**src/hdl/u2_ctrl_defines.svh**
```systemverilog
////////////////////
// Widths and addresses shared by the control core
// Setting and readback addresses are fixed at build time
////////////////////
`ifndef U2_CTRL_DEFINES_SVH
`define U2_CTRL_DEFINES_SVH

// Bus widths
`define U2_SET_AW        8
`define U2_DW            32
`define U2_RB_AW         4
`define U2_PAGE_BITS     10

// Setting register addresses
`define U2_SR_CLK        8'd0
`define U2_SR_SERDES     8'd1
`define U2_SR_ADC        8'd2
`define U2_SR_LED        8'd3
`define U2_SR_PHY        8'd4
`define U2_SR_PAGE       8'd6
`define U2_SR_ICACHE     8'd7
`define U2_SR_LED_SRC    8'd8

// Readback word addresses
// Words 0 to 7 have no source and read zero
`define U2_RB_STATUS     4'd8
`define U2_RB_MISC       4'd9
`define U2_RB_IRQ        4'd13
`define U2_RB_STATUS_ENC 4'd14
`define U2_RB_CYCLES     4'd15

`endif

```
**src/hdl/u2_ctrl_pkg.sv**
```systemverilog
////////////////////
// Types for decoding setting words
// One word is seen as raw data, control flags or a page field
////////////////////
`include "u2_ctrl_defines.svh"

package u2_ctrl_pkg;

   // Flags sit in the low byte
   typedef struct packed {
      logic [`U2_DW-6:0] unused;
      logic [4:0]        flags;
   } ctrl_view_t;

   // Page number is the upper half of a 20-bit page address
   typedef struct packed {
      logic [`U2_DW-2*`U2_PAGE_BITS-1:0] unused;
      logic [`U2_PAGE_BITS-1:0]          ram_page;
      logic [`U2_PAGE_BITS-1:0]          offset;
   } page_view_t;

   typedef union packed {
      logic [`U2_DW-1:0] raw;
      ctrl_view_t        ctrl;
      page_view_t        page;
   } set_word_u;

   // Encoder result with no status bit set
   parameter logic [`U2_DW-1:0] NO_STATUS = '1;

endpackage

```
**src/hdl/ctrl_word_if.sv**
```systemverilog
////////////////////
// Register values from the setting bank to the line driver
// Plain levels with no handshake
////////////////////
`timescale 1ns/1ps
`include "u2_ctrl_defines.svh"

interface ctrl_word_if;

   logic [4:0]               clock_word;
   logic [3:0]               serdes_word;
   logic [3:0]               adc_word;
   logic [7:0]               led_sw;
   logic [7:0]               led_src;
   logic                     phy_reset;
   logic [`U2_PAGE_BITS-1:0] ram_page;

   modport bank (output clock_word, serdes_word, adc_word, led_sw, led_src,
                 phy_reset, ram_page);
   modport driver (input clock_word, serdes_word, adc_word, led_sw, led_src,
                   phy_reset, ram_page);

endinterface

```
**src/hdl/setting_bank.sv**
```systemverilog
////////////////////
// Setting register bank
// Writes to unmapped addresses are dropped
////////////////////
`timescale 1ns/1ps
`include "u2_ctrl_defines.svh"

module setting_bank (
   input  logic                  dsp_clk,
   input  logic                  wb_rst,
   input  logic                  set_stb_i,
   input  logic [`U2_SET_AW-1:0] set_addr_i,
   input  logic [`U2_DW-1:0]     set_data_i,
   output logic                  flush_icache_o,
   ctrl_word_if.bank             cw
);

   u2_ctrl_pkg::set_word_u set_word;

   assign set_word = set_data_i;

   ////////////////////
   // Register loads
   ////////////////////
   always_ff @(posedge dsp_clk) begin
      if (wb_rst) begin
         cw.clock_word  <= '0;
         cw.serdes_word <= '0;
         cw.adc_word    <= '0;
         cw.led_sw      <= '0;
         cw.led_src     <= '0;
         cw.phy_reset   <= 1'b0;
         cw.ram_page    <= '0;
      end else if (set_stb_i) begin
         case (set_addr_i)
            `U2_SR_CLK:     cw.clock_word  <= set_word.ctrl.flags;
            `U2_SR_SERDES:  cw.serdes_word <= set_word.ctrl.flags[3:0];
            `U2_SR_ADC:     cw.adc_word    <= set_word.ctrl.flags[3:0];
            `U2_SR_PHY:     cw.phy_reset   <= set_word.ctrl.flags[0];
            // LED words take the low byte as is
            `U2_SR_LED:     cw.led_sw      <= set_word.raw[7:0];
            `U2_SR_LED_SRC: cw.led_src     <= set_word.raw[7:0];
            `U2_SR_PAGE:    cw.ram_page    <= set_word.page.ram_page;
            default: ;
         endcase
      end
   end

   ////////////////////
   // Icache flush
   ////////////////////
   // Only the write itself counts and the data is ignored
   always_ff @(posedge dsp_clk) begin
      if (wb_rst) begin
         flush_icache_o <= 1'b0;
      end else begin
         flush_icache_o <= set_stb_i && (set_addr_i == `U2_SR_ICACHE);
      end
   end

endmodule

```
**src/hdl/ctrl_line_driver.sv**
```systemverilog
////////////////////
// Registered control pins and LED mux
// Pins lag the setting registers by one cycle
////////////////////
`timescale 1ns/1ps
`include "u2_ctrl_defines.svh"

module ctrl_line_driver (
   input  logic                     dsp_clk,
   input  logic                     wb_rst,
   input  logic                     clk_status_i,
   input  logic                     serdes_link_up_i,
   ctrl_word_if.driver              cw,
   output logic                     clock_ready_o,
   output logic [1:0]               clk_en_o,
   output logic [1:0]               clk_sel_o,
   output logic                     ser_enable_o,
   output logic                     ser_prbsen_o,
   output logic                     ser_loopen_o,
   output logic                     ser_rx_en_o,
   output logic                     adc_oe_a_o,
   output logic                     adc_on_a_o,
   output logic                     adc_oe_b_o,
   output logic                     adc_on_b_o,
   output logic                     phy_reset_n_o,
   output logic [7:0]               leds_o,
   output logic [`U2_PAGE_BITS-1:0] ram_page_o
);

   logic [7:0] led_hw;

   // Hardware status on the two low LEDs
   assign led_hw = {6'b0, clk_status_i, serdes_link_up_i};

   always_ff @(posedge dsp_clk) begin
      if (wb_rst) begin
         {clock_ready_o, clk_en_o, clk_sel_o} <= '0;
         {ser_enable_o, ser_prbsen_o, ser_loopen_o, ser_rx_en_o} <= '0;
         {adc_oe_a_o, adc_on_a_o, adc_oe_b_o, adc_on_b_o} <= '0;
         phy_reset_n_o <= 1'b1;
         leds_o        <= '0;
         ram_page_o    <= '0;
      end else begin
         {clock_ready_o, clk_en_o, clk_sel_o} <= cw.clock_word;
         {ser_enable_o, ser_prbsen_o, ser_loopen_o, ser_rx_en_o} <= cw.serdes_word;
         {adc_oe_a_o, adc_on_a_o, adc_oe_b_o, adc_on_b_o} <= cw.adc_word;
         // PHY reset pin is active low
         phy_reset_n_o <= ~cw.phy_reset;
         // Source bit 1 selects hardware
         leds_o        <= (cw.led_src & led_hw) | (~cw.led_src & cw.led_sw);
         ram_page_o    <= cw.ram_page;
      end
   end

endmodule

```
**src/hdl/status_encoder.sv**
```systemverilog
////////////////////
// Status and interrupt words plus cycle counter
// Status words lag their inputs by one cycle
////////////////////
`timescale 1ns/1ps
`include "u2_ctrl_defines.svh"

module status_encoder (
   input  logic              dsp_clk,
   input  logic              wb_rst,
   input  logic [`U2_DW-1:0] status_i,
   input  logic [7:0]        irq_src_i,
   input  logic              uart_tx_int_i,
   input  logic              uart_rx_int_i,
   input  logic              clk_status_i,
   input  logic              serdes_link_up_i,
   input  logic              sim_mode_i,
   input  logic [3:0]        clock_divider_i,
   output logic [`U2_DW-1:0] status_o,
   output logic [`U2_DW-1:0] irq_o,
   output logic [`U2_DW-1:0] status_enc_o,
   output logic [`U2_DW-1:0] misc_o,
   output logic [`U2_DW-1:0] cycles_o
);

   logic [`U2_DW-1:0] enc;

   ////////////////////
   // Priority encoder
   ////////////////////
   // Highest set bit of the low half wins
   always_comb begin
      enc = u2_ctrl_pkg::NO_STATUS;
      for (int i = 0; i < 16; i++) begin
         if (status_i[i]) begin
            enc = i;
         end
      end
   end

   // Registered status words
   always_ff @(posedge dsp_clk) begin
      status_o     <= status_i;
      status_enc_o <= enc;
      irq_o        <= {20'b0, clk_status_i, serdes_link_up_i,
                       uart_tx_int_i, uart_rx_int_i, irq_src_i};
      misc_o       <= {sim_mode_i, 27'b0, clock_divider_i};
   end

   // Free running cycle count
   always_ff @(posedge dsp_clk) begin
      if (wb_rst) begin
         cycles_o <= '0;
      end else begin
         cycles_o <= cycles_o + 32'd1;
      end
   end

endmodule

```
**src/hdl/status_readback.sv**
```systemverilog
////////////////////
// 16-word readback with single-cycle acknowledge
// No back-pressure and words 0 to 7 read zero
////////////////////
`timescale 1ns/1ps
`include "u2_ctrl_defines.svh"

module status_readback (
   input  logic                 dsp_clk,
   input  logic                 wb_rst,
   input  logic                 rb_stb_i,
   input  logic [`U2_RB_AW-1:0] rb_addr_i,
   input  logic [`U2_DW-1:0]    status_i,
   input  logic [`U2_DW-1:0]    irq_i,
   input  logic [`U2_DW-1:0]    status_enc_i,
   input  logic [`U2_DW-1:0]    misc_i,
   input  logic [`U2_DW-1:0]    cycles_i,
   output logic                 rb_ack_o,
   output logic [`U2_DW-1:0]    rb_data_o
);

   logic [`U2_DW-1:0] word;

   always_comb begin
      case (rb_addr_i)
         `U2_RB_STATUS:     word = status_i;
         `U2_RB_MISC:       word = misc_i;
         `U2_RB_IRQ:        word = irq_i;
         `U2_RB_STATUS_ENC: word = status_enc_i;
         `U2_RB_CYCLES:     word = cycles_i;
         default:           word = '0;
      endcase
   end

   // Data captured with the strobe
   always_ff @(posedge dsp_clk) begin
      if (rb_stb_i) begin
         rb_data_o <= word;
      end
   end

   always_ff @(posedge dsp_clk) begin
      if (wb_rst) begin
         rb_ack_o <= 1'b0;
      end else begin
         rb_ack_o <= rb_stb_i;
      end
   end

endmodule

```
**src/hdl/u2_ctrl_core.sv**
```systemverilog
////////////////////
// Control and status plane on dsp_clk
// Strobes are single cycle with no back-pressure
////////////////////
`timescale 1ns/1ps
`include "u2_ctrl_defines.svh"

module u2_ctrl_core (
   input  logic                     dsp_clk,
   input  logic                     wb_rst,
   // Settings bus
   input  logic                     set_stb_i,
   input  logic [`U2_SET_AW-1:0]    set_addr_i,
   input  logic [`U2_DW-1:0]        set_data_i,
   // Readback
   input  logic                     rb_stb_i,
   input  logic [`U2_RB_AW-1:0]     rb_addr_i,
   output logic                     rb_ack_o,
   output logic [`U2_DW-1:0]        rb_data_o,
   // Status sources
   input  logic [`U2_DW-1:0]        status_i,
   input  logic [7:0]               irq_src_i,
   input  logic                     uart_tx_int_i,
   input  logic                     uart_rx_int_i,
   input  logic                     clk_status_i,
   input  logic                     serdes_link_up_i,
   input  logic                     sim_mode_i,
   input  logic [3:0]               clock_divider_i,
   // Control pins
   output logic                     clock_ready_o,
   output logic [1:0]               clk_en_o,
   output logic [1:0]               clk_sel_o,
   output logic                     ser_enable_o,
   output logic                     ser_prbsen_o,
   output logic                     ser_loopen_o,
   output logic                     ser_rx_en_o,
   output logic                     adc_oe_a_o,
   output logic                     adc_on_a_o,
   output logic                     adc_oe_b_o,
   output logic                     adc_on_b_o,
   output logic                     phy_reset_n_o,
   output logic [7:0]               leds_o,
   output logic [`U2_PAGE_BITS-1:0] ram_page_o,
   output logic                     flush_icache_o
);

   logic [`U2_DW-1:0] status_w;
   logic [`U2_DW-1:0] irq_w;
   logic [`U2_DW-1:0] status_enc_w;
   logic [`U2_DW-1:0] misc_w;
   logic [`U2_DW-1:0] cycles_w;

   ctrl_word_if i_cw ();

   ////////////////////
   // Control branch
   ////////////////////
   setting_bank i_setting_bank (
      .dsp_clk(dsp_clk), .wb_rst(wb_rst), .set_stb_i(set_stb_i),
      .set_addr_i(set_addr_i), .set_data_i(set_data_i),
      .flush_icache_o(flush_icache_o), .cw(i_cw.bank));

   ctrl_line_driver i_ctrl_line_driver (
      .dsp_clk(dsp_clk), .wb_rst(wb_rst), .clk_status_i(clk_status_i),
      .serdes_link_up_i(serdes_link_up_i), .cw(i_cw.driver),
      .clock_ready_o(clock_ready_o), .clk_en_o(clk_en_o), .clk_sel_o(clk_sel_o),
      .ser_enable_o(ser_enable_o), .ser_prbsen_o(ser_prbsen_o),
      .ser_loopen_o(ser_loopen_o), .ser_rx_en_o(ser_rx_en_o),
      .adc_oe_a_o(adc_oe_a_o), .adc_on_a_o(adc_on_a_o),
      .adc_oe_b_o(adc_oe_b_o), .adc_on_b_o(adc_on_b_o),
      .phy_reset_n_o(phy_reset_n_o), .leds_o(leds_o), .ram_page_o(ram_page_o));

   ////////////////////
   // Status branch
   ////////////////////
   status_encoder i_status_encoder (
      .dsp_clk(dsp_clk), .wb_rst(wb_rst), .status_i(status_i),
      .irq_src_i(irq_src_i), .uart_tx_int_i(uart_tx_int_i),
      .uart_rx_int_i(uart_rx_int_i), .clk_status_i(clk_status_i),
      .serdes_link_up_i(serdes_link_up_i), .sim_mode_i(sim_mode_i),
      .clock_divider_i(clock_divider_i), .status_o(status_w), .irq_o(irq_w),
      .status_enc_o(status_enc_w), .misc_o(misc_w), .cycles_o(cycles_w));

   status_readback i_status_readback (
      .dsp_clk(dsp_clk), .wb_rst(wb_rst), .rb_stb_i(rb_stb_i),
      .rb_addr_i(rb_addr_i), .status_i(status_w), .irq_i(irq_w),
      .status_enc_i(status_enc_w), .misc_i(misc_w), .cycles_i(cycles_w),
      .rb_ack_o(rb_ack_o), .rb_data_o(rb_data_o));

endmodule

```
**config.mk**
```make
export PLATFORM = sky130hd
export DESIGN_NAME = u2_ctrl_core
export DESIGN_NICKNAME = d
export VERILOG_FILES = /design/src/hdl/u2_ctrl_pkg.sv /design/src/hdl/ctrl_word_if.sv /design/src/hdl/setting_bank.sv /design/src/hdl/ctrl_line_driver.sv /design/src/hdl/status_encoder.sv /design/src/hdl/status_readback.sv /design/src/hdl/u2_ctrl_core.sv
export VERILOG_INCLUDE_DIRS = /design/src /design/src/hdl
export SDC_FILE = /design/constraint.sdc
export NUM_CORES = 1
export LEC_CHECK = 0
export ABC_AREA = 1
export BUFFER_PORTS_ARGS = -buffer_cell sky130_fd_sc_hd__buf_2
export CAP_MARGIN = 20
export CORE_MARGIN = 1
export CORE_UTILIZATION = 35
export CTS_BUF_LIST = sky130_fd_sc_hd__clkbuf_8 sky130_fd_sc_hd__clkbuf_16
export CTS_CLUSTER_SIZE = 30
export DETAILED_ROUTE_END_ITERATION = 12
export PLACE_DENSITY = 0.64
export SLEW_MARGIN = 40
export SYNTH_ARGS = -nofsm -noshare
export SYNTH_HDL_FRONTEND = slang
export SYNTH_SLANG_ARGS = --single-unit
```
**constraint.sdc**
```tcl
create_clock -name dsp_clk -period 2.52 [get_ports dsp_clk]
set_input_delay 0.126 -clock dsp_clk [delete_from_list [all_inputs] [get_ports dsp_clk]]
set_output_delay 0.126 -clock dsp_clk [all_outputs]
set_load 0.01 [all_outputs]
```
==> flow_summary_export.csv, run 1 <==
group,metric,value,unit
run_status,status,"completed",
synthesis,number_of_warnings_reported_in_the_yosys_synthesis_log,0,
synthesis,post-synth-top-area-fraction,46.58,%
setup_path,critical_path_depth,6,
setup_path,crit_path_start_kind,"input port",
clocking,clock_latency,430,ps
grt,first_global_vias,5596,
setup_path,worst_ep_required_time,2900,ps
placed_design,dp_worst_setup_slack,753.5,ps
run,timing.max_cap.violations,0,
synthesis,yosysTopAreaCell,"sky130_fd_sc_hd__dfxtp_1",
floorplan,num_io_pins,163,
drt,ant_nets,0,
synthesis,synth_enable_flop_cells,32,
floorplan,die_area,20210,sq um
clocking,clock_buffers_created_by_tritoncts,17,
grt,grt_max_degree,52,
synthesis,ys.flop_type,"sky130_fd_sc_hd__dfxtp_1",
finish,finalInstanceArea,9199,sq um
floorplan,fp-row-count,50,
floorplan,chip_width,142.2,um
clocking,cts.root.buffer_cell,"sky130_fd_sc_hd__clkbuf_16",
sta,post-route-period-util,70.88,%
clocking,tritoncts_clock_tree,"built",
sta,worstMarginPinSlew,603.3,ps
grt,grt-ovfl-total,0,
grt,grt_antenna_before_repair,0,
power_and_ir_drop,power_density,680.2,nW/um^2
setup_path,critical_path.max_stage_delay,590,ps
floorplan,initial_utilization,36.28,%
setup_path,end_kind,"flop",
setup_path,critical_path.cell_chain,"dlygate4sd3_1 -> buf_2 -> nand2_1 -> dlygate4sd3_1 -> nor3_1 -> dlygate4sd3_1",
synthesis,async_flop_share,0,%
setup_path,r2r_cells,10,
finish,fin_nets,1077,
clocking,clkTransAtPathRegs,80,ps
floorplan,floorplan.die.height,142.2,um
sta,setup_violations,0,
finish,antenna_cells_inserted,0,
synthesis,synth_area,6877,sq um
synthesis,synth_area_leaders,"sky130_fd_sc_hd__dfxtp_1, sky130_fd_sc_hd__edfxtp_1, sky130_fd_sc_hd__nand2_1",
floorplan,core-area,18960,sq um
power_and_ir_drop,clock_power_share,43.3,%
synthesis,sequential_fraction_of_the_synthesis_area,60.55,%
drt,initialDrtViolationCount,245,
placed_design,io_buffer_count,148,
hold_path,min_path_cells,3,
sta,clock_skew,8.345,ps
power_and_ir_drop,net-switching-power,1.546,mW
drt,totalWireLength,16.51,mm
hold_path,timing.hold.worst.class,"input port to flop",
synthesis,synth_fp_nets,859,
placed_design,detailed_place_hpwl,11.09,mm
sta,fin_tns_setup,0,ps
power_and_ir_drop,seq_power_share,51.4,%
drt,vias_per_cell,4.567,
power_and_ir_drop,internal_power,4.710,mW
setup_path,critical_path.top_delay_family,"buffers and inverters",
synthesis,synth_seq_cells,192,
sta,timing.final.crit_period,1786,ps
synthesis,netlist_instances,761,
power_and_ir_drop,power_switching_share,24.72,%
sta,rsz_0062_raised_after_global_routing,"no",
drt,num_vias,5718,
grt,grtUsageTotal,17.00,%
clocking,ctsResizeCount,0,
drt,drc_errors,0,
synthesis,synth.avg_cell_area,9.036,sq um
sta,hold_viol_final,0,
sta,slew_viol_final,0,
setup_path,crit_path_buf_inv_count,4,
sta,final_critical_path_setup_slack,733.8,ps
finish,post_route_cells_drive_above_1_share,22.38,%
clocking,htreeDepth,4,
drt,drt-pass1-iter-count,5,
setup_path,worst_ep_arrival_time,2160,ps
placed_design,placed_area,7896,sq um
placed_design,finalWeightedCongestion,0.8565,
power_and_ir_drop,vdd_drop_max,0.4150,mV
clocking,cts_max_path_buffers,2,
setup_path,worst-path-max-fanout,3,
setup_path,timing.setup.critical_path_class,"input port to flop",
synthesis,library_cells_used_by_synthesis,40,
drt,routed_wire_length_per_instance,13.18,um
sta,slew_headroom,59.78,%
setup_path,crit_top_cell,"sky130_fd_sc_hd__dlygate4sd3_1",
power_and_ir_drop,power_leakage,3.770,nW
clocking,clock_sink_count,192,
grt,grt_first_pass_wirelength,26.72,mm
power_and_ir_drop,power.combinational.fraction,5.3,%
finish,syn_to_final_growth,33.77,%
setup_path,critical-path-slowest-cell,"sky130_fd_sc_hd__dlygate4sd3_1",
sta,max_clock_freq,559.9,MHz
-- final timing paths --
check,start,end,slack [ps]
min reg2reg,i_setting_bank.cw.phy_reset,i_ctrl_line_driver.phy_reset_n_o,400
max,set_addr_i[0],i_setting_bank.flush_icache_o,730
min,set_data_i[1],i_setting_bank.cw.led_sw[1],10
max reg2reg,i_status_encoder.cycles_o[0],i_status_encoder.cycles_o[18],760
-- power by group through the flow --
| stage | registers, mW | logic, mW | clock network (mW) |
|---|---|---|---|
| after global placement | 3.29 | 0.245 | 0 |
| after CTS | 3.21 | 0.331 | 2.78 |
| final | 3.21 | 0.332 | 2.71 |
| after floorplan | 3.29 | 0.0966 | 0 |
| after detailed placement | 3.28 | 0.249 | 0 |
| after global routing | 3.22 | 0.370 | 2.89 |
-- cells by family (layout without fill, tap and decap cells) --
family,Yosys count,count (layout),synth area share (%)
xor+xnor,2,2,0.2548
buf+inv,134,365,7.387
simple gates,287,287,19.45
fa+ha+maj,1,1,0.1819
flops,192,192,60.55
compound gates,145,145,12.17
-- through the flow --
step | power [mW] | hold WS (ps) | cells | utilization (%)
detailed placement | 3.534 | 229.6 | 1152 | 41.66
global placement | 3.531 | 230.0 | 1152 | 41.66
finish | 6.257 | 13.41 | 1252 | 48.53
CTS | 6.324 | 2.948 | 1252 | 48.51
floorplan | 3.388 | 153.7 | 761 | -
global route | 6.479 | 33.06 | 1252 | 48.53
-- cells in the final DEF (no fill, tap or decap), types with 20 or more instances in the layout --
cell type	count
sky130_fd_sc_hd__a21oi_1	57
sky130_fd_sc_hd__buf_2	147
sky130_fd_sc_hd__dfxtp_1	160
sky130_fd_sc_hd__dlygate4sd3_1	68
sky130_fd_sc_hd__edfxtp_1	32
sky130_fd_sc_hd__inv_1	104
sky130_fd_sc_hd__nand2_1	131
sky130_fd_sc_hd__nor2_1	72
sky130_fd_sc_hd__nor3_1	20
sky130_fd_sc_hd__o21ai_0	46
-- synthesized netlist by cell type, types with 2 or more instances --
master                      instances
sky130_fd_sc_hd__nor2_1            72
sky130_fd_sc_hd__xor2_1             2
sky130_fd_sc_hd__inv_1            104
sky130_fd_sc_hd__inv_2              7
sky130_fd_sc_hd__nand3_1           17
sky130_fd_sc_hd__o2111ai_1          8
sky130_fd_sc_hd__nor4_2             2
sky130_fd_sc_hd__clkbuf_1          17
sky130_fd_sc_hd__o21ai_1            7
sky130_fd_sc_hd__edfxtp_1          32
sky130_fd_sc_hd__buf_2              4
sky130_fd_sc_hd__or2_0              2
sky130_fd_sc_hd__nor3_1            20
sky130_fd_sc_hd__nand4_1           10
sky130_fd_sc_hd__o211ai_1          17
sky130_fd_sc_hd__buf_1              2
sky130_fd_sc_hd__a21oi_1           57
sky130_fd_sc_hd__nand2_2            3
sky130_fd_sc_hd__nor2_2             4
sky130_fd_sc_hd__nor4_1             5
sky130_fd_sc_hd__nand2_1          131
sky130_fd_sc_hd__o21ai_0           46
sky130_fd_sc_hd__a221o_1            3
sky130_fd_sc_hd__or2_2              2
sky130_fd_sc_hd__dfxtp_1          160
sky130_fd_sc_hd__nor3b_2            2
sky130_fd_sc_hd__nor3_2            12
-- layout make-up --
| class | count | area [sq um] |
|---|---|---|
| clock buffer | 17 | 425.4 |
| clock inverter | 15 | 193.9 |
| fill | 1817 | 9757 |
| inverter | 111 | 416.7 |
| multi-input combinational | 435 | 2205 |
| sequential | 192 | 4164 |
| tap | 260 | 325.3 |
| timing repair buffer | 222 | 1469 |
-- registers in the layout (all words and copies together), names as in the netlist, 2 cells and up --
register and count:
i_ctrl_line_driver.clk_en_o 2, i_ctrl_line_driver.clk_sel_o 2, i_ctrl_line_driver.leds_o 8, i_ctrl_line_driver.ram_page_o 10, i_setting_bank.cw.adc_word 4, i_setting_bank.cw.clock_word 5, i_setting_bank.cw.led_src 8, i_setting_bank.cw.led_sw 8
i_setting_bank.cw.ram_page 10, i_setting_bank.cw.serdes_word 4, i_status_encoder.cycles_o 32, i_status_encoder.irq_o 12, i_status_encoder.misc_o 5, i_status_encoder.status_enc_o 5, i_status_encoder.status_o 32, i_status_readback.rb_data_o 32
-- tightest hold or removal path: stages --
cell	delay (ps)
sky130_fd_sc_hd__buf_2	140
sky130_fd_sc_hd__nor2_1	60
sky130_fd_sc_hd__nor2_1	90
-- layer usage --
layer	wire [um]	vias to the layer above	part of all wire [%]	track usage, %
met2	7903	156	48	29.05
met4	342	0	2.1	6.565
li1	-	2942	-	-
met1	7395	2591	45	20.34
met5	0	-	0	0
met3	863	29	5.2	4.441
-- what timing repair did --
item                                   in CTS  in global routing
endpoints found under the hold margin      73                  0
hold buffers                               68                  0
setup buffers                               0                  0
No activity file was read; power rests on OpenSTA's default activity.
==> run 2: changes to the inputs <==
--- a/config.mk
+++ b/config.mk
@@ -14,7 +14,7 @@
 export CTS_BUF_LIST = sky130_fd_sc_hd__clkbuf_8 sky130_fd_sc_hd__clkbuf_16
 export CTS_CLUSTER_SIZE = 30
 export DETAILED_ROUTE_END_ITERATION = 12
-export PLACE_DENSITY = 0.64
+export PLACE_DENSITY = 0.66
 export SLEW_MARGIN = 40
 export SYNTH_ARGS = -nofsm -noshare
 export SYNTH_HDL_FRONTEND = slang
==> constraint.sdc (replaced) <==
create_clock -name dsp_clk -period 1.6 [get_ports dsp_clk]
set_input_delay 0.08 -clock dsp_clk [delete_from_list [all_inputs] [get_ports dsp_clk]]
set_output_delay 0.08 -clock dsp_clk [all_outputs]
set_load 0.01 [all_outputs]
==> run 2 against run 1 <==
Against the previous run: non-clock buffer count grew 35; power grew 58%; register-to-register slack lost 670 ps; critical path type unchanged; first-iteration DRC count shrank 2.9%; highest routed layer unchanged; critical path depth grew 2; setup slack lost 670 ps; sequential power grew 58%; die area is the same; combinational power grew 69%; wire length grew 5.9%; clock skew grew 4.6 ps.
==> flow_summary_export.csv, run 2 (synthesis results as in run 1) <==
group,metric,value,unit
setup_path,worst_ep_required_time,1990,ps
grt,grt_antenna_before_repair,0,
sta,clock_skew,12.90,ps
floorplan,num_io_pins,163,
clocking,cts.root.buffer_cell,"sky130_fd_sc_hd__clkbuf_16",
placed_design,dpl.cell_count,1181,
finish,finish.cell_count_without_fillers,1288,
sta,slew_headroom,67.55,%
setup_path,worst_ep_arrival_time,1930,ps
sta,setup_violations,0,
clocking,cts_max_path_buffers,2,
grt,grt_first_pass_wirelength,28.12,mm
sta,rsz_0062_raised_after_global_routing,"yes",
power_and_ir_drop,net-switching-power,2.455,mW
hold_path,timing.hold.worst.class,"input port to flop",
floorplan,core-area,18960,sq um
clocking,clock_latency,440,ps
finish,register_area,4182,sq um
setup_path,worst-path-max-fanout,4,
power_and_ir_drop,power_leakage,3.975,nW
placed_design,placed_area,8139,sq um
grt,first_global_vias,5791,
run_status,status,"completed",
drt,routed_wire_length_per_instance,13.57,um
floorplan,fp-row-count,50,
clocking,tritoncts_clock_tree,"built",
placed_design,finalWeightedCongestion,0.9222,
sta,slew_viol_final,0,
power_and_ir_drop,seq_power_share,51.2,%
grt,grt_max_degree,56,
clocking,clkTransAtPathRegs,80,ps
drt,initialDrtViolationCount,238,
finish,largest_registers,"i_status_encoder.cycles_o x32, i_status_encoder.status_o x32, i_status_readback.rb_data_o x32",
setup_path,setup.reg_to_reg.worst_slack,90,ps
placed_design,io_buffer_count,148,
drt,num_vias,5941,
clocking,htreeDepth,4,
finish,layout_commonest_cell,"sky130_fd_sc_hd__dfxtp_1",
power_and_ir_drop,power_switching_share,24.83,%
setup_path,end_kind,"flop",
grt,grtUsageTotal,17.89,%
sta,fin_tns_setup,0,ps
sta,worstMarginPinSlew,483.0,ps
sta,max_clock_freq,649.5,MHz
floorplan,die_area,20210,sq um
floorplan,floorplan.die.height,142.2,um
finish,layout.cells.most_common_list,"sky130_fd_sc_hd__dfxtp_1, sky130_fd_sc_hd__buf_2, sky130_fd_sc_hd__nand2_1",
sta,hold_viol_final,0,
placed_design,detailed_place_hpwl,11.86,mm
sta,post-route-period-util,96.22,%
drt,totalWireLength,17.48,mm
finish,area_occupied_by_multi_input_gates,2328,sq um
drt,drt-pass1-iter-count,4,
finish,fin_nets,1112,
finish,post_route_cells_drive_above_1_share,27.85,%
run,timing.max_cap.violations,0,
power_and_ir_drop,power_density,1027,nW/um^2
power_and_ir_drop,internal_power,7.434,mW
floorplan,chip_width,142.2,um
drt,vias_per_cell,4.613,
grt,grt-ovfl-total,0,
power_and_ir_drop,vdd_drop_max,0.6990,mV
drt,drc_errors,0,
clocking,clock_buffers_created_by_tritoncts,17,
setup_path,timing.setup.critical_path_class,"input port to flop",
floorplan,initial_utilization,36.28,%
power_and_ir_drop,power.combinational.fraction,5.7,%
power_and_ir_drop,clock_power_share,43.2,%
drt,ant_nets,0,
finish,n_fill_cell,1744,
sta,timing.final.crit_period,1540,ps
finish,finalInstanceArea,9632,sq um
setup_path,crit_path_start_kind,"input port",
finish,syn_to_final_growth,40.07,%
clocking,clock_sink_count,192,
==> run 2: changes by cell type in the layout (fill, tap and decap cells not counted), sizes merged <==
cell         before  now
dlygate4sd3      68   73
diode             0    1
inv             117  118
clkinv            9    8
buf             154  184
==> run 2: power groups by stage <==
stage                     combinational, mW  sequential, mW  clock (mW)
final                                 0.561            5.06        4.27
after global routing                  0.616            5.07        4.59
after CTS                             0.554            5.06        4.37
after detailed placement              0.418            5.17           0
after global placement                0.412            5.17           0
after floorplan                       0.152            5.18           0
==> run 2: stage by stage <==
stage          util (%)  worst slack, ps  hold WS, ps  total power [mW]
2_1_floorplan         -            62.95        107.7             5.337
6_report          50.81            60.41        33.24             9.890
5_1_grt           50.80           -42.19        37.72             10.28
3_5_place_dp      42.94            24.08        183.6             5.590
3_3_place_gp      42.94            75.23        183.3             5.582
4_1_cts           50.07            9.021        11.31             9.987
==> run 2: worst max-delay path, stage by stage <==
cell and delay (ps):
sky130_fd_sc_hd__dlygate4sd3_1 540, sky130_fd_sc_hd__buf_2 150, sky130_fd_sc_hd__inv_1 50, sky130_fd_sc_hd__nand2_1 100, sky130_fd_sc_hd__nor3_2 200, sky130_fd_sc_hd__o21ai_0 130, sky130_fd_sc_hd__a21oi_1 130, sky130_fd_sc_hd__dlygate4sd3_1 550
==> run 2: layer usage <==
metal / GRT usage [%] / vias up / routed length [um]
li1: - / 3005 / -
met1: 20.93 / 2774 / 7695
met5: 0 / - / 0
met2: 31.37 / 137 / 8706
met4: 6.395 / 0 / 301
met3: 4.744 / 25 / 774
==> run 2: area by class of cell <==
class | count | area share, %
inverter | 111 | 4.326
antenna | 1 | 0.02598
timing repair buffer | 257 | 18.34
clock inverter | 15 | 1.923
tap | 260 | 3.377
sequential | 192 | 43.41
multi-input combinational | 435 | 24.18
clock buffer | 17 | 4.417
==> run 2: final timing paths <==
check,end,start,cells after the start
max,i_setting_bank.cw.serdes_word[0],set_addr_i[3],8
min,i_setting_bank.flush_icache_o,set_stb_i,5
max reg2reg,i_status_encoder.cycles_o[25],i_status_encoder.cycles_o[1],8
min reg2reg,i_ctrl_line_driver.phy_reset_n_o,i_setting_bank.cw.phy_reset,1
==> run 2: repair_timing <==
item / CTS / global route
hold buffers: 73 / 0
pin swaps: 0 / 10
gates resized for setup: 2 / 42
hold endpoints to repair: 92 / 0
buffers inserted: 0 / 1
endpoints found under the setup margin: 3 / 33
==> run 3: changes to the inputs <==
--- a/config.mk
+++ b/config.mk
@@ -14,6 +14,7 @@
 export CTS_BUF_LIST = sky130_fd_sc_hd__clkbuf_8 sky130_fd_sc_hd__clkbuf_16
 export CTS_CLUSTER_SIZE = 30
 export DETAILED_ROUTE_END_ITERATION = 12
+export GPL_TIMING_DRIVEN = 0
 export PLACE_DENSITY = 0.66
 export SLEW_MARGIN = 40
 export SYNTH_ARGS = -nofsm -noshare
==> run 3 against run 2 <==
Against the previous run: maximum frequency grew 0.22%; die area is the same; power shrank 0.82%; utilization shrank 0.47 points; via count shrank 0.93%; cell area shrank 0.92%.
==> flow_summary_export.csv, run 3 (synthesis results as in run 1) <==
group,metric,value,unit
setup_path,worst_ep_arrival_time,1880,ps
sta,slew_headroom,55.70,%
grt,grtUsageTotal,18.06,%
floorplan,chip_width,142.2,um
finish,antenna_cells_inserted,0,
clocking,tritoncts_clock_tree,"built",
setup_path,crit_path_start_kind,"flop",
setup_path,worst_ep_required_time,1940,ps
run,timing.max_cap.violations,0,
finish,layout_commonest_cell,"sky130_fd_sc_hd__buf_2",
setup_path,timing.setup.critical_path_class,"flop to flop",
placed_design,detailed_place_hpwl,12.40,mm
hold_path,min_path_cells,5,
placed_design,io_buffer_count,147,
setup_path,worst-path-max-fanout,4,
grt,grt_antenna_before_repair,0,
sta,timing.final.crit_period,1536,ps
setup_path,setup.reg_to_reg.worst_slack,60,ps
drt,num_vias,5886,
finish,post_route_cells_drive_above_1_share,26.93,%
floorplan,core-area,18960,sq um
setup_path,r2r_cells,6,
placed_design,dp_worst_setup_slack,-188.8,ps
grt,grt-ovfl-total,0,
finish,n_fill_cell,1750,
hold_path,min-delay-start,"set_addr_i[2]",
clocking,htreeDepth,4,
setup_path,r2r_end,"i_status_encoder.cycles_o[23]",
floorplan,initial_utilization,36.28,%
run_status,status,"completed",
power_and_ir_drop,power_leakage,4.002,nW
finish,area_occupied_by_multi_input_gates,2391,sq um
clocking,clkTransAtPathRegs,70,ps
sta,hold_viol_final,0,
drt,totalWireLength,17.71,mm
power_and_ir_drop,vdd_drop_max,0.6557,mV
power_and_ir_drop,power_density,1028,nW/um^2
grt,grt_first_pass_wirelength,28.10,mm
sta,max_clock_freq,650.9,MHz
floorplan,floorplan.die.height,142.2,um
finish,largest_registers,"i_status_encoder.cycles_o x32, i_status_encoder.status_o x32, i_status_readback.rb_data_o x32",
sta,fin_tns_setup,0,ps
sta,rsz_0062_raised_after_global_routing,"yes",
clocking,cts.root.buffer_cell,"sky130_fd_sc_hd__clkbuf_16",
finish,fin_nets,1106,
sta,slew_viol_final,0,
floorplan,fp-row-count,50,
finish,layout.core_utilization,50.34,%
floorplan,die_area,20210,sq um
setup_path,end_kind,"flop",
sta,clock_skew,15.04,ps
drt,routed_wire_length_per_instance,13.83,um
setup_path,startpoint,"i_status_encoder.cycles_o[0]",
clocking,clock_latency,430,ps
clocking,clock_buffers_created_by_tritoncts,17,
drt,ant_nets,0,
drt,drt-pass1-iter-count,5,
clocking,cts_max_path_buffers,2,
floorplan,num_io_pins,163,
finish,layout.cells.most_common_list,"sky130_fd_sc_hd__buf_2, sky130_fd_sc_hd__dfxtp_1, sky130_fd_sc_hd__nand2_1",
sta,final_critical_path_setup_slack,63.77,ps
hold_path,timing.hold.worst.class,"input port to flop",
sta,worstMarginPinSlew,664.5,ps
placed_design,finalWeightedCongestion,0.9170,
sta,post-route-period-util,96.01,%
drt,drc_errors,0,
drt,vias_per_cell,4.595,
grt,first_global_vias,5656,
clocking,clock_sink_count,192,
sta,setup_violations,0,
finish,syn_to_final_growth,38.77,%
setup_path,worst_r2r_startpoint,"i_status_encoder.cycles_o[0]",
finish,register_area,4194,sq um
drt,initialDrtViolationCount,327,
hold_path,worst_hold_path.endpoint,"i_setting_bank.flush_icache_o",
grt,grt_max_degree,34,
sta,fin_hold_ws,61.32,ps
[run 3: per-stage QoR]
step	cells	instance area (sq um)	total power, mW
finish	1281	9543	9.809
floorplan	761	6877	5.337
global placement	1168	7938	5.577
CTS	1273	9304	9.880
global route	1281	9543	10.19
detailed placement	1168	7938	5.583
[run 3: area by class of cell]
class                   instances  share of cell area, %
repair buffers                228                  16.01
flip-flops and latches        192                  43.95
inverters                     111                  4.392
well taps                     260                  3.409
clock inverters                14                  1.468
multi-input cells             435                  25.06
clock buffers                  18                  4.720
plain buffers                  23                 0.9965
[run 3: report_power, final]
part,internal (mW),switching (mW),total [mW]
combinational,0.276,0.283,0.559
clock,2.17,2.02,4.19
sequential,5.02,0.0444,5.06
total,7.46,2.35,9.81
[run 3: worst max-delay path, cell delays in order, from the launching register on]
cell and delay (ps):
sky130_fd_sc_hd__dfxtp_4 390, sky130_fd_sc_hd__nand3_4 100, sky130_fd_sc_hd__buf_4 140, sky130_fd_sc_hd__inv_1 70
sky130_fd_sc_hd__nand2_2 90, sky130_fd_sc_hd__or4_1 520, sky130_fd_sc_hd__a21oi_1 130
[run 3: worst max path at each step]
stage               slack, ps                             to
floorplan                  60  i_status_encoder.cycles_o[18]
global placement         -190  i_status_encoder.cycles_o[18]
detailed placement       -190  i_status_encoder.cycles_o[18]
CTS                         4  i_status_encoder.cycles_o[18]
global route              -50  i_status_encoder.cycles_o[19]
finish                     60  i_status_encoder.cycles_o[23]
[run 3: timing repair]
item,in CTS,in global routing
buffers inserted,2,8
cloned,0,0
hold endpoints to repair,88,0
setup endpoints to repair,12,33
hold buffers,71,0
pin swaps,5,16
gates resized for setup,13,60
[run 3: metal layers]
layer / wire length [um] / GRT usage [%] / vias up
li1: - / - / 3001
met1: 7985 / 22.71 / 2702
met2: 8516 / 30.16 / 154
met3: 865 / 4.408 / 29
met4: 345 / 6.169 / 0
met5: 0 / 0 / -
